**src/source/bp_pkg.sv**
```systemverilog
// Branch predictor package
// PC type, counter states, table geometry and config register map
// shared by every block of the fetch-stage predictor

`default_nettype none

package bp_pkg;

  //////////////////////////////////////////////////////////////////////
  // Addresses and table geometry
  //////////////////////////////////////////////////////////////////////
  typedef logic [15:0] pc_t;                // Byte address, instructions are 2 bytes

  localparam int INDEX_BITS  = 3;           // Index is pc[3:1]
  localparam int TABLE_DEPTH = 8;           // 2**INDEX_BITS entries per table
  localparam int TAG_BITS    = 12;          // Tag is pc[15:4]
  localparam pc_t RESET_PC   = 16'h0000;    // First fetch after reset

  //////////////////////////////////////////////////////////////////////
  // 2-bit saturating counter, bit 1 is the taken prediction
  //////////////////////////////////////////////////////////////////////
  typedef enum logic [1:0] {
    strong_not_taken = 2'b00,
    weak_not_taken   = 2'b01,
    weak_taken       = 2'b10,
    strong_taken     = 2'b11
  } pred_state_t;

  // Config register map
  typedef enum logic [0:0] {
    cfg_ctrl       = 1'b0,                  // Bit 0 enables prediction
    cfg_miss_count = 1'b1                   // Read-only miss count, write clears
  } cfg_addr_t;

endpackage

`default_nettype wire

```
**src/source/bp_config.sv**
```systemverilog
// Predictor configuration registers
// Holds the enable bit and a saturating 16-bit misprediction count
// that software reads back through a simple register port

`timescale 1ns/100ps
`default_nettype none

module bp_config (
  input  wire                clk,
  input  wire                rst,
  input  wire                cfg_we,        // Register write strobe
  input  wire bp_pkg::cfg_addr_t cfg_addr,  // Register select
  input  wire [15:0]         cfg_wdata,
  input  wire                mispredict,    // From resolution, one count per cycle
  output logic               enable,        // Prediction and table writes on
  output logic [15:0]        cfg_rdata
);

  import bp_pkg::*;

  logic [15:0] miss_count;                  // Saturating miss counter
  logic        count_clr;                   // Software clear of the counter

  assign count_clr = cfg_we && (cfg_addr == cfg_miss_count);

  // Control register, predictor comes up enabled
  always_ff @(posedge clk) begin
    if (rst)
      enable <= 1'b1;
    else if (cfg_we && (cfg_addr == cfg_ctrl))
      enable <= cfg_wdata[0];
  end

  // Miss counter, clear wins over a count in the same cycle
  always_ff @(posedge clk) begin
    if (rst || count_clr)
      miss_count <= 16'h0000;
    else if (mispredict && (miss_count != 16'hffff))
      miss_count <= miss_count + 16'd1;       // Stops at max
  end

  // Combinational read mux
  assign cfg_rdata = (cfg_addr == cfg_ctrl) ? {15'h0000, enable} : miss_count;

  // Counter holds at max until software clears it
  assert property (@(posedge clk) disable iff (rst)
    (miss_count == 16'hffff) && !count_clr |=> (miss_count == 16'hffff));

endmodule

`default_nettype wire

```
**src/source/branch_history_table.sv**
```systemverilog
// Branch history table
// Eight tagged 2-bit saturating counters, looked up combinationally
// from the fetch PC and written from the resolution block

`timescale 1ns/100ps
`default_nettype none

module branch_history_table (
  input  wire                  clk,
  input  wire                  rst,
  input  wire                  enable,      // Table writes allowed
  input  wire bp_pkg::pc_t     pc,          // Fetch PC for lookup
  input  wire                  we,          // Counter update strobe
  input  wire bp_pkg::pc_t     wr_pc,       // PC of the resolved branch
  input  wire bp_pkg::pred_state_t wr_state, // New counter value
  output logic                 hit,
  output bp_pkg::pred_state_t  state
);

  import bp_pkg::*;

  //////////////////////////////////////////////////////////////////////
  // Storage
  //////////////////////////////////////////////////////////////////////
  logic [TABLE_DEPTH-1:0] valid;                       // Cleared at reset
  logic [TAG_BITS-1:0]    tags     [TABLE_DEPTH];
  pred_state_t            counters [TABLE_DEPTH];

  logic [INDEX_BITS-1:0] rd_idx;
  logic [INDEX_BITS-1:0] wr_idx;
  logic [TAG_BITS-1:0]   rd_tag;

  assign rd_idx = pc[INDEX_BITS:1];                    // pc[3:1]
  assign rd_tag = pc[15:INDEX_BITS+1];                 // pc[15:4]
  assign wr_idx = wr_pc[INDEX_BITS:1];

  // Valid bits
  always_ff @(posedge clk) begin
    if (rst)
      valid <= '0;
    else if (we && enable)
      valid[wr_idx] <= 1'b1;
  end

  // Tag and counter payload
  always_ff @(posedge clk) begin
    if (we && enable) begin
      tags[wr_idx]     <= wr_pc[15:INDEX_BITS+1];
      counters[wr_idx] <= wr_state;
    end
  end

  //////////////////////////////////////////////////////////////////////
  // Lookup
  //////////////////////////////////////////////////////////////////////
  assign hit   = valid[rd_idx] && (tags[rd_idx] == rd_tag);
  assign state = hit ? counters[rd_idx] : strong_not_taken; // Miss reads as SNT

  // Resolution only asks for a write while the predictor is on
  assert property (@(posedge clk) disable iff (rst) we |-> enable);

  // Lookup state is always a real counter value out of reset
  assert property (@(posedge clk) disable iff (rst) !$isunknown(state));

endmodule

`default_nettype wire

```
**src/source/branch_target_buffer.sv**
```systemverilog
// Branch target buffer
// Eight tagged target entries, looked up combinationally from the
// fetch PC and written when a branch resolves taken

`timescale 1ns/100ps
`default_nettype none

module branch_target_buffer (
  input  wire              clk,
  input  wire              rst,
  input  wire              enable,          // Table writes allowed
  input  wire bp_pkg::pc_t pc,              // Fetch PC for lookup
  input  wire              we,              // Write on taken branch
  input  wire bp_pkg::pc_t wr_pc,           // PC of the resolved branch
  input  wire bp_pkg::pc_t wr_target,       // Actual target from decode
  output logic             hit,
  output bp_pkg::pc_t      target
);

  import bp_pkg::*;

  logic [TABLE_DEPTH-1:0] valid;            // Cleared at reset
  logic [TAG_BITS-1:0]    tags    [TABLE_DEPTH];
  pc_t                    targets [TABLE_DEPTH];

  logic [INDEX_BITS-1:0] rd_idx;
  logic [INDEX_BITS-1:0] wr_idx;

  assign rd_idx = pc[INDEX_BITS:1];
  assign wr_idx = wr_pc[INDEX_BITS:1];

  always_ff @(posedge clk) begin
    if (rst)
      valid <= '0;
    else if (we && enable)
      valid[wr_idx] <= 1'b1;
  end

  // Entry payload
  always_ff @(posedge clk) begin
    if (we && enable) begin
      tags[wr_idx]    <= wr_pc[15:INDEX_BITS+1];
      targets[wr_idx] <= wr_target;
    end
  end

  // Tag compare qualified by valid, target zero on a miss
  assign hit    = valid[rd_idx] && (tags[rd_idx] == pc[15:INDEX_BITS+1]);
  assign target = hit ? targets[rd_idx] : 16'h0000;

endmodule

`default_nettype wire

```
**src/source/branch_resolve.sv**
```systemverilog
// Branch resolution
// Checks the decode-stage outcome against the prediction carried
// down the pipe, steps the counter and flags a redirect on a miss

`timescale 1ns/100ps
`default_nettype none

module branch_resolve (
  input  wire                      enable,
  input  wire                      resolve_valid, // Decode has a branch outcome
  input  wire bp_pkg::pc_t         id_pc,
  input  wire bp_pkg::pred_state_t id_state,
  input  wire bp_pkg::pc_t         id_target,     // PC fetched after id_pc
  input  wire                      actual_taken,
  input  wire bp_pkg::pc_t         actual_target,
  output logic                     bht_we,
  output logic                     btb_we,
  output bp_pkg::pred_state_t      next_state,
  output logic                     mispredict,
  output bp_pkg::pc_t              redirect_pc
);

  import bp_pkg::*;

  pc_t  seq_pc;                             // Fall-through address
  logic pred_was_taken;                     // Fetch followed a taken prediction
  logic wrong_taken;
  logic wrong_not_taken;

  assign seq_pc         = id_pc + 16'd2;
  assign pred_was_taken = (id_target != seq_pc);

  // Saturating step toward the real outcome
  always_comb begin
    case (id_state)
      strong_not_taken: next_state = actual_taken ? weak_not_taken : strong_not_taken;
      weak_not_taken:   next_state = actual_taken ? weak_taken     : strong_not_taken;
      weak_taken:       next_state = actual_taken ? strong_taken   : weak_not_taken;
      strong_taken:     next_state = actual_taken ? strong_taken   : weak_taken;
      default:          next_state = strong_not_taken;
    endcase
  end

  assign bht_we = resolve_valid && enable;                  // Every resolve trains
  assign btb_we = resolve_valid && enable && actual_taken;  // Target only when taken

  //////////////////////////////////////////////////////////////////////
  // Misprediction and redirect
  //////////////////////////////////////////////////////////////////////
  always_comb begin
    wrong_taken     = pred_was_taken && !actual_taken;
    wrong_not_taken = actual_taken && (!pred_was_taken || (id_target != actual_target));
    mispredict      = resolve_valid && (wrong_taken || wrong_not_taken);
    redirect_pc     = actual_taken ? actual_target : seq_pc;
  end

endmodule

`default_nettype wire

```
**src/source/fetch_pc.sv**
```systemverilog
// Fetch PC
// Next-PC selection from redirect, prediction or fall-through, and the
// fetch-to-decode register carrying PC, counter state and next PC

`timescale 1ns/100ps
`default_nettype none

module fetch_pc (
  input  wire                      clk,
  input  wire                      rst,
  input  wire                      advance,      // Fetch may move on
  input  wire                      pred_taken,
  input  wire bp_pkg::pc_t         pred_target,
  input  wire bp_pkg::pred_state_t pred_state,
  input  wire                      mispredict,
  input  wire bp_pkg::pc_t         redirect_pc,
  output bp_pkg::pc_t              pc,
  output bp_pkg::pc_t              id_pc,
  output bp_pkg::pred_state_t      id_state,
  output bp_pkg::pc_t              id_target     // Address fetched after id_pc
);

  import bp_pkg::*;

  pc_t pc_plus2;
  pc_t pred_next;                           // Next PC when nothing redirects

  assign pc_plus2  = pc + 16'd2;
  assign pred_next = pred_taken ? pred_target : pc_plus2;

  // Redirect beats back-pressure
  always_ff @(posedge clk) begin
    if (rst)
      pc <= RESET_PC;
    else if (mispredict)
      pc <= redirect_pc;
    else if (advance)
      pc <= pred_next;
  end

  //////////////////////////////////////////////////////////////////////
  // Fetch to decode register
  //////////////////////////////////////////////////////////////////////
  always_ff @(posedge clk) begin
    if (rst) begin
      id_pc     <= RESET_PC;
      id_state  <= strong_not_taken;
      id_target <= RESET_PC + 16'd2;          // Matches fall-through of RESET_PC
    end else if (advance) begin
      id_pc     <= pc;
      id_state  <= pred_state;
      id_target <= pred_next;
    end
  end

endmodule

`default_nettype wire

```
**src/source/branch_predictor_top.sv**
```systemverilog
// Branch predictor top
// Ties the history table, target buffer, resolution, fetch PC and
// config registers together and forms the taken prediction

`timescale 1ns/100ps
`default_nettype none

module branch_predictor_top (
  input  wire                  clk,
  input  wire                  rst,
  input  wire                  advance,
  input  wire                  resolve_valid,
  input  wire                  actual_taken,
  input  wire bp_pkg::pc_t     actual_target,
  input  wire                  cfg_we,
  input  wire bp_pkg::cfg_addr_t cfg_addr,
  input  wire [15:0]           cfg_wdata,
  output bp_pkg::pc_t          pc,
  output logic                 pred_taken,
  output bp_pkg::pred_state_t  pred_state,
  output bp_pkg::pc_t          id_pc,
  output bp_pkg::pred_state_t  id_state,
  output logic                 mispredict,
  output bp_pkg::pc_t          redirect_pc,
  output logic [15:0]          cfg_rdata
);

  import bp_pkg::*;

  logic        enable;
  logic        hit_bht;
  logic        hit_btb;
  pc_t         target;                      // BTB lookup result
  pc_t         id_target;
  logic        bht_we;
  logic        btb_we;
  pred_state_t next_state;

  // Taken only with both tables hitting and counter saying taken
  assign pred_taken = enable && hit_bht && pred_state[1] && hit_btb;

  //////////////////////////////////////////////////////////////////////
  // Block instances
  //////////////////////////////////////////////////////////////////////
  branch_history_table u_bht (
    .clk(clk), .rst(rst), .enable(enable), .pc(pc),
    .we(bht_we), .wr_pc(id_pc), .wr_state(next_state),
    .hit(hit_bht), .state(pred_state)
  );

  branch_target_buffer u_btb (
    .clk(clk), .rst(rst), .enable(enable), .pc(pc),
    .we(btb_we), .wr_pc(id_pc), .wr_target(actual_target),
    .hit(hit_btb), .target(target)
  );

  branch_resolve u_resolve (
    .enable(enable), .resolve_valid(resolve_valid), .id_pc(id_pc),
    .id_state(id_state), .id_target(id_target), .actual_taken(actual_taken),
    .actual_target(actual_target), .bht_we(bht_we), .btb_we(btb_we),
    .next_state(next_state), .mispredict(mispredict), .redirect_pc(redirect_pc)
  );

  fetch_pc u_fetch (
    .clk(clk), .rst(rst), .advance(advance), .pred_taken(pred_taken),
    .pred_target(target), .pred_state(pred_state), .mispredict(mispredict),
    .redirect_pc(redirect_pc), .pc(pc), .id_pc(id_pc),
    .id_state(id_state), .id_target(id_target)
  );

  bp_config u_config (
    .clk(clk), .rst(rst), .cfg_we(cfg_we), .cfg_addr(cfg_addr),
    .cfg_wdata(cfg_wdata), .mispredict(mispredict),
    .enable(enable), .cfg_rdata(cfg_rdata)
  );

endmodule

`default_nettype wire

```
**config.mk**
```make
export PLATFORM = sky130hd
export DESIGN_NAME = branch_predictor_top
export DESIGN_NICKNAME = d
export VERILOG_FILES = /design/src/source/bp_pkg.sv /design/src/source/bp_config.sv /design/src/source/branch_history_table.sv /design/src/source/branch_target_buffer.sv /design/src/source/branch_resolve.sv /design/src/source/fetch_pc.sv /design/src/source/branch_predictor_top.sv
export SDC_FILE = /design/constraint.sdc
export NUM_CORES = 1
export LEC_CHECK = 0
export ABC_CLOCK_PERIOD_IN_PS = 4430
export BUFFER_PORTS_ARGS = -buffer_cell sky130_fd_sc_hd__buf_2
export CORE_ASPECT_RATIO = 1.5
export CORE_MARGIN = 8
export CORE_UTILIZATION = 61
export DETAILED_ROUTE_END_ITERATION = 10
export PLACE_DENSITY = 0.76
export RECOVER_POWER = 25
export SLEW_MARGIN = 20
export SYNTH_ARGS = -nofsm -noshare
export SYNTH_HDL_FRONTEND = slang
export SYNTH_SLANG_ARGS = --single-unit
```
**constraint.sdc**
```tcl
create_clock -name clk -period 4.43 [get_ports clk]
set_clock_uncertainty 0.15 [all_clocks]
set_input_delay 0.6645 -clock clk [delete_from_list [all_inputs] [get_ports clk]]
set_output_delay 0.6645 -clock clk [all_outputs]
set_load 0.02 [all_outputs]
```
---- Word level (Yosys, flattened, before mapping) ----
Memory sizes are Yosys's and may differ from the RTL's. A register that Yosys moved wholly into a read port is not among the register bits.
Index checks and enable logic that the tools add are counted.
Widths: inputs -> output; s select.
word-level totals
  bits of input ports ..................... 39
  word-level logic and storage cells ...... 82
  memories kept ........................... 4
  register bits ........................... 83
  memory bits (writable) .................. 336
memory list
  name            depth  bits a word  rd ports  clocked after memory_dff  wr ports  line                        source
  u_btb.targets   8      16           1         1                         1         branch_target_buffer.sv:24  pc_t targets [TABLE_DEPTH];
  u_bht.tags      8      12           1         1                         1         branch_history_table.sv:26  logic [TAG_BITS-1:0] tags [TABLE_DEPTH];
  u_btb.tags      8      12           1         1                         1         branch_target_buffer.sv:23  logic [TAG_BITS-1:0] tags [TABLE_DEPTH];
  u_bht.counters  8      2            1         1                         1         branch_history_table.sv:27  pred_state_t counters [TABLE_DEPTH];
operators by class
  mux-type cells .......................... 30
  bitwise operators ....................... 3
  equality and inequality tests ........... 8
  order comparisons ....................... 3
  add/sub/neg operators ................... 3
  reductions and logical operators ........ 23
operator list
  kind                   number
  $mux 16                6
  $add 16x2->16 const B  2
  $ne 16x16->1           2
  $eq 12x12->1           2
  $mux 3                 8
  $add 16x1->16 const B  1
  $logic_and 1x1->1      16
  $ne 16x16->1 const B   1
  $or 8x8->8             2
  $mux 1                 9
  $lt 3x4->1 const B     2
  $pmux 2 s4             1
  $bmux 1 s3             2
  $mux 2                 3
  $eq 2x2->1 const B     2
  $demux 1 s3            1
  $ge 3x1->1 const B     1
  $logic_or 1x1->1       3
  $eq 2x1->1 const B     1
  $logic_not 1->1        2
  $logic_not 2->1        1
  $reduce_bool 2->1      1
  $not 1->1              1

---- Logic depth before layout (Yosys ltp) ----
  depth in word-level cells ............... 11
  depth in mapped cells ................... 13

---- By module ----
A second synthesis with hierarchy kept.
second synthesis, totals
  cells, all modules ...................... 1297
  area, all modules ....................... 18751.7 sq um
by module, submodules not included
  module                times used  seq. area each (sq um)  area each (sq um)  cells each
  branch_target_buffer  1           6886.6                  9145.0             429
  branch_history_table  1           3523.4                  4857.2             258
  fetch_pc              1           1001.0                  2462.4             297
  branch_resolve        1           0.0                     1267.5             192
  bp_config             1           340.3                   1011.0             120
  branch_predictor_top  1           0.0                     8.8                1

---- Worst setup path before layout ----
OpenSTA, ideal clock, no wires.
  kind .................................... register to output
  from .................................... register u_fetch.id_pc[7]
  to ...................................... output mispredict
  arrival time ............................ 2.960 ns
  path slack .............................. 0.655 ns
  data required time ...................... 3.615 ns
  path buffers ............................ 1
  stages on the path, launching flop included .. 10
  cells stage by stage .................... dfxtp_1 clkbuf_1 nand4_1 or4_1 xnor2_1 xor2_1 nor4bb_1 a31oi_1 nor2_1 inv_1
between the ends
  word-level cells in the longest chain between the ends .. 7
RTL lines
  what                    line                        source
  from (decl)             fetch_pc.sv:18              output bp_pkg::pc_t id_pc,
  from (signal assigned)  fetch_pc.sv:50              id_pc <= pc;
  $add 16x2->16 (*)       branch_resolve.sv:30        assign seq_pc = id_pc + 16'd2;
  $ne 16x16->1 (*)        branch_resolve.sv:31        assign pred_was_taken = (id_target != seq_pc);
  $logic_not 1->1         branch_resolve.sv:52        wrong_not_taken = actual_taken && (!pred_was_taken || (id_target != actual_target));
  $logic_or 1x1->1        branch_resolve.sv:52
  $logic_and 1x1->1       branch_resolve.sv:52
  $logic_or 1x1->1 (*)    branch_resolve.sv:53        mispredict = resolve_valid && (wrong_taken || wrong_not_taken);
  $logic_and 1x1->1 (*)   branch_resolve.sv:53
  to (decl)               branch_predictor_top.sv:23  output logic mispredict,
Every way passes the cells marked *; elsewhere a longest branch is shown, timed or not.

==> impl_results.md <==
- Status: finished clean
- Diode count: 0
- Max Slew Vio Count: 0
- Die area: 35,730 um^2
- Area after DPL: a little under 20,000 um^2
- Routability cong.: 0.9257
- # DRC: 0
- GRT Total Usage: approximately 26%
- Most instantiated library cell after synthesis: edfxtp_1
- Root buffer cell: clkbuf_16
- Worst-path clk slew: ~0.060 ns
- Required @ worst endpoint: 3.62 ns
- Worst Setup Slack, final: around 0.12 ns
- VDD IR-drop max: 425.9 uV
- Post-Syn Area: roughly 18,000 um^2
- Ys flop type: edfxtp_1
- EDFF count, synth: 336
- Unique cell type count in the Yosys netlist: 65
- Ys async rst share: 0%
- Port Buffer Count: 93
- Worst Max-Slew Pin Slew: about 1.0 ns
- Crit path DAT: between 3 and 4 ns
- Power per cell area: 464.4 nW/um^2
- Vias per inst: 6.347
- Antenna violations before repair: 0
- CTS Buf Count: 39
- Share of post-route cells with drive strength above 1: 23.05%
- Initial Utilization: roughly 62%
- Sequential share of the synthesized area: 64.91%
- Synth cell count leaders: edfxtp_1 (336), mux2i_1 (98), nor2_1 (94), dfxtp_1 (86), mux4_2 (74)
- Io pins: 109
- CP max stage cell: or4_4
- Core area: around 29,000 um^2
- DR iter-0 viols: around 950
- Mapped Avg Cell Area: 15.21 um^2
- Final Cycle Share: a little over nine tenths
- Die Y: between 200 and 250 um
- CP bufs+invs: 2
- Crit-path max FO: 26
- Startpoint Class: flop
- #FFs+latches synth: 422
- Post-synth top area cell: edfxtp_1
- Hold Violations, Final: 0
- Worst-Skew Late Latency: approximately 0.54 ns
- Leading cell types by total area after synthesis: edfxtp_1 (55%), dfxtp_1 (9.5%), mux4_2 (9.2%), mux2i_1 (5.4%), nor2_1 (1.9%)
- Final Critical Period: between 4 and 5 ns
- Dpl ws: between 0.4 and 0.5 ns
- Crit-path cells: mux2_2 -> o211ai_1 -> o221ai_1 -> or4_4 -> nor4_4 -> buf_12 -> buf_2
- Clock tree buffer depth: 3
- Post-Syn Nets: between 1,000 and 1,500
- Max Fclk: about 230 MHz
- Setup crit end kind: primary output
- Clock sinks: between 400 and 500
- Worst rel slew slack: 30.77%
- Finished Cell Area: between 20,000 and 25,000 um^2
- Fin nets: 1,357
- Max Cap Viol: 0
- Vias: ~11,000
- Largest net degree at the start of global routing: 70
- Routed Antenna Nets: 0
- Leak pwr: between 7 and 8 nW
- Endpoints failing setup: 0
- FP Rows: 77
- Die X: 157.0 um
- YS warnings: 0
- Cell count after synthesis: roughly 1,200
- CTS tree: built
- Crit Path Class: reg2out
- Total gr overflow: 0
- # fillers: between 1,500 and 2,000
- First-pass GRT wire length: 67.37 mm
- H-Tree Depth: 2
- Pre-antenna DRT Iters: 5
- WHS: 0.1903 ns
- Area grow syn2layout: 13.69%
- Total Routed Length: roughly 45 mm
- CP peak stage delay: 0.61 ns
- Vias in the first global route: between 10,000 and 15,000
- CP top delay family: simple AND/OR/NAND/NOR gates
- Hpwl dp: ~28 mm
- WL/cell: 26.04 um
- Synth top area share: a little under three fifths
- Hold crit path type: in2reg
## routing by layer
| layer | up-vias | track usage (%) | wire length [um] |
|---|---|---|---|
| met4 | 0 | 11.46 | 1836 |
| met5 | - | 0 | 0 |
| met1 | 5576 | 31.33 | 16990 |
| met3 | 116 | 4.370 | 3438 |
| li1 | 4819 | - | - |
| met2 | 533 | 44.14 | 23050 |
## through the flow
step                      total power, mW  cells  setup TNS [ns]  util [%]
after global placement              6.218   1663               0     65.69
after floorplan                     5.730   1196               0         -
final                               9.607   1740               0     70.40
after CTS                           9.605   1735       -0.001819     70.22
after detailed placement            6.250   1663               0     65.69
after global routing                9.895   1740       -0.003809     70.40
## cell usage in the layout, fill, tap and decap left out, types with 33 or more instances in the layout
cell,Yosys,layout
mux4_2,74,74
nor2_1,94,92
buf_2,14,77
xor2_1,33,33
edfxtp_1,336,336
nand2_1,66,66
clkbuf_16,0,44
dfxtp_1,86,79
buf_4,5,41
a21oi_1,33,33
mux2i_1,98,98
## sequential cells by signal, summed over array words and instances (netlist names), named ones only
| signal | cells |
|---|---|
| u_fetch.pc | 16 |
| u_btb.targets | 128 |
| u_bht.valid | 8 |
| u_bht.counters | 16 |
| u_fetch.id_pc | 16 |
| u_btb.tags | 96 |
| u_config.enable | 1 |
| u_fetch.id_state | 2 |
| u_fetch.id_target | 16 |
| u_btb.valid | 8 |
| u_bht.tags | 96 |
| u_config.miss_count | 16 |
## cell families (layout without fill, tap and decap cells)
group | Yosys count | in the layout | synth area share (%)
xor gates and xnor gates | 70 | 70 | 3.906
adders and majority gates | 5 | 5 | 0.3163
buffers and inverters | 87 | 236 | 2.166
AOI/OAI and AO/OA | 113 | 113 | 4.291
muxes | 192 | 192 | 15.83
DFF | 422 | 422 | 64.91
and+or+nand+nor | 307 | 307 | 8.582
## where the power goes
part / leakage, nW / internal, mW / total (mW) / switching (mW)
clock: 0.626 / 1.97 / 3.37 / 1.41
combinational: 2.70 / 0.717 / 1.64 / 0.927
sequential: 3.77 / 4.41 / 4.59 / 0.176
## path summary, 6_finish.rpt
check                         from                      end  slack, ns  cells past startpoint
hold reg to reg     u_btb.valid[6]           u_btb.valid[6]       0.32                      2
setup / recovery              flop               pred_taken       0.12                      7
hold / removal        cfg_wdata[0]          u_config.enable       0.19                      2
setup reg to reg  u_fetch.id_pc[3]  u_config.miss_count[15]       0.70                     10
## what timing repair did
item | CTS | global route
resized for setup | 5 | 5
setup endpoints to repair | 2 | 2
hold buffers | 0 | 0
buffers inserted | 1 | 5
## cell type report
type                    count  area [um^2]  area share, %
well taps                 395        494.2          2.389
repair buffers            150        991.0          4.790
clock inverters            15        155.1         0.7500
multi-input cells         687         6028          29.14
clock buffers              56         1135          5.486
flip-flops and latches    422        11830          57.17
inverters                  15        56.30         0.2722
## worst register-to-register path: stages, from the launching register on
cell and delay [ns]:
dfxtp_2 0.50, nand4_2 0.28, or4_1 0.57, and3_1 0.21, nor4b_1 0.28, nand4b_1 0.20
nor4_4 0.36, buf_4 0.22, o2111ai_2 0.27, or4_1 0.48, a21oi_1 0.15
No activity file was read; power rests on OpenSTA's default activity.
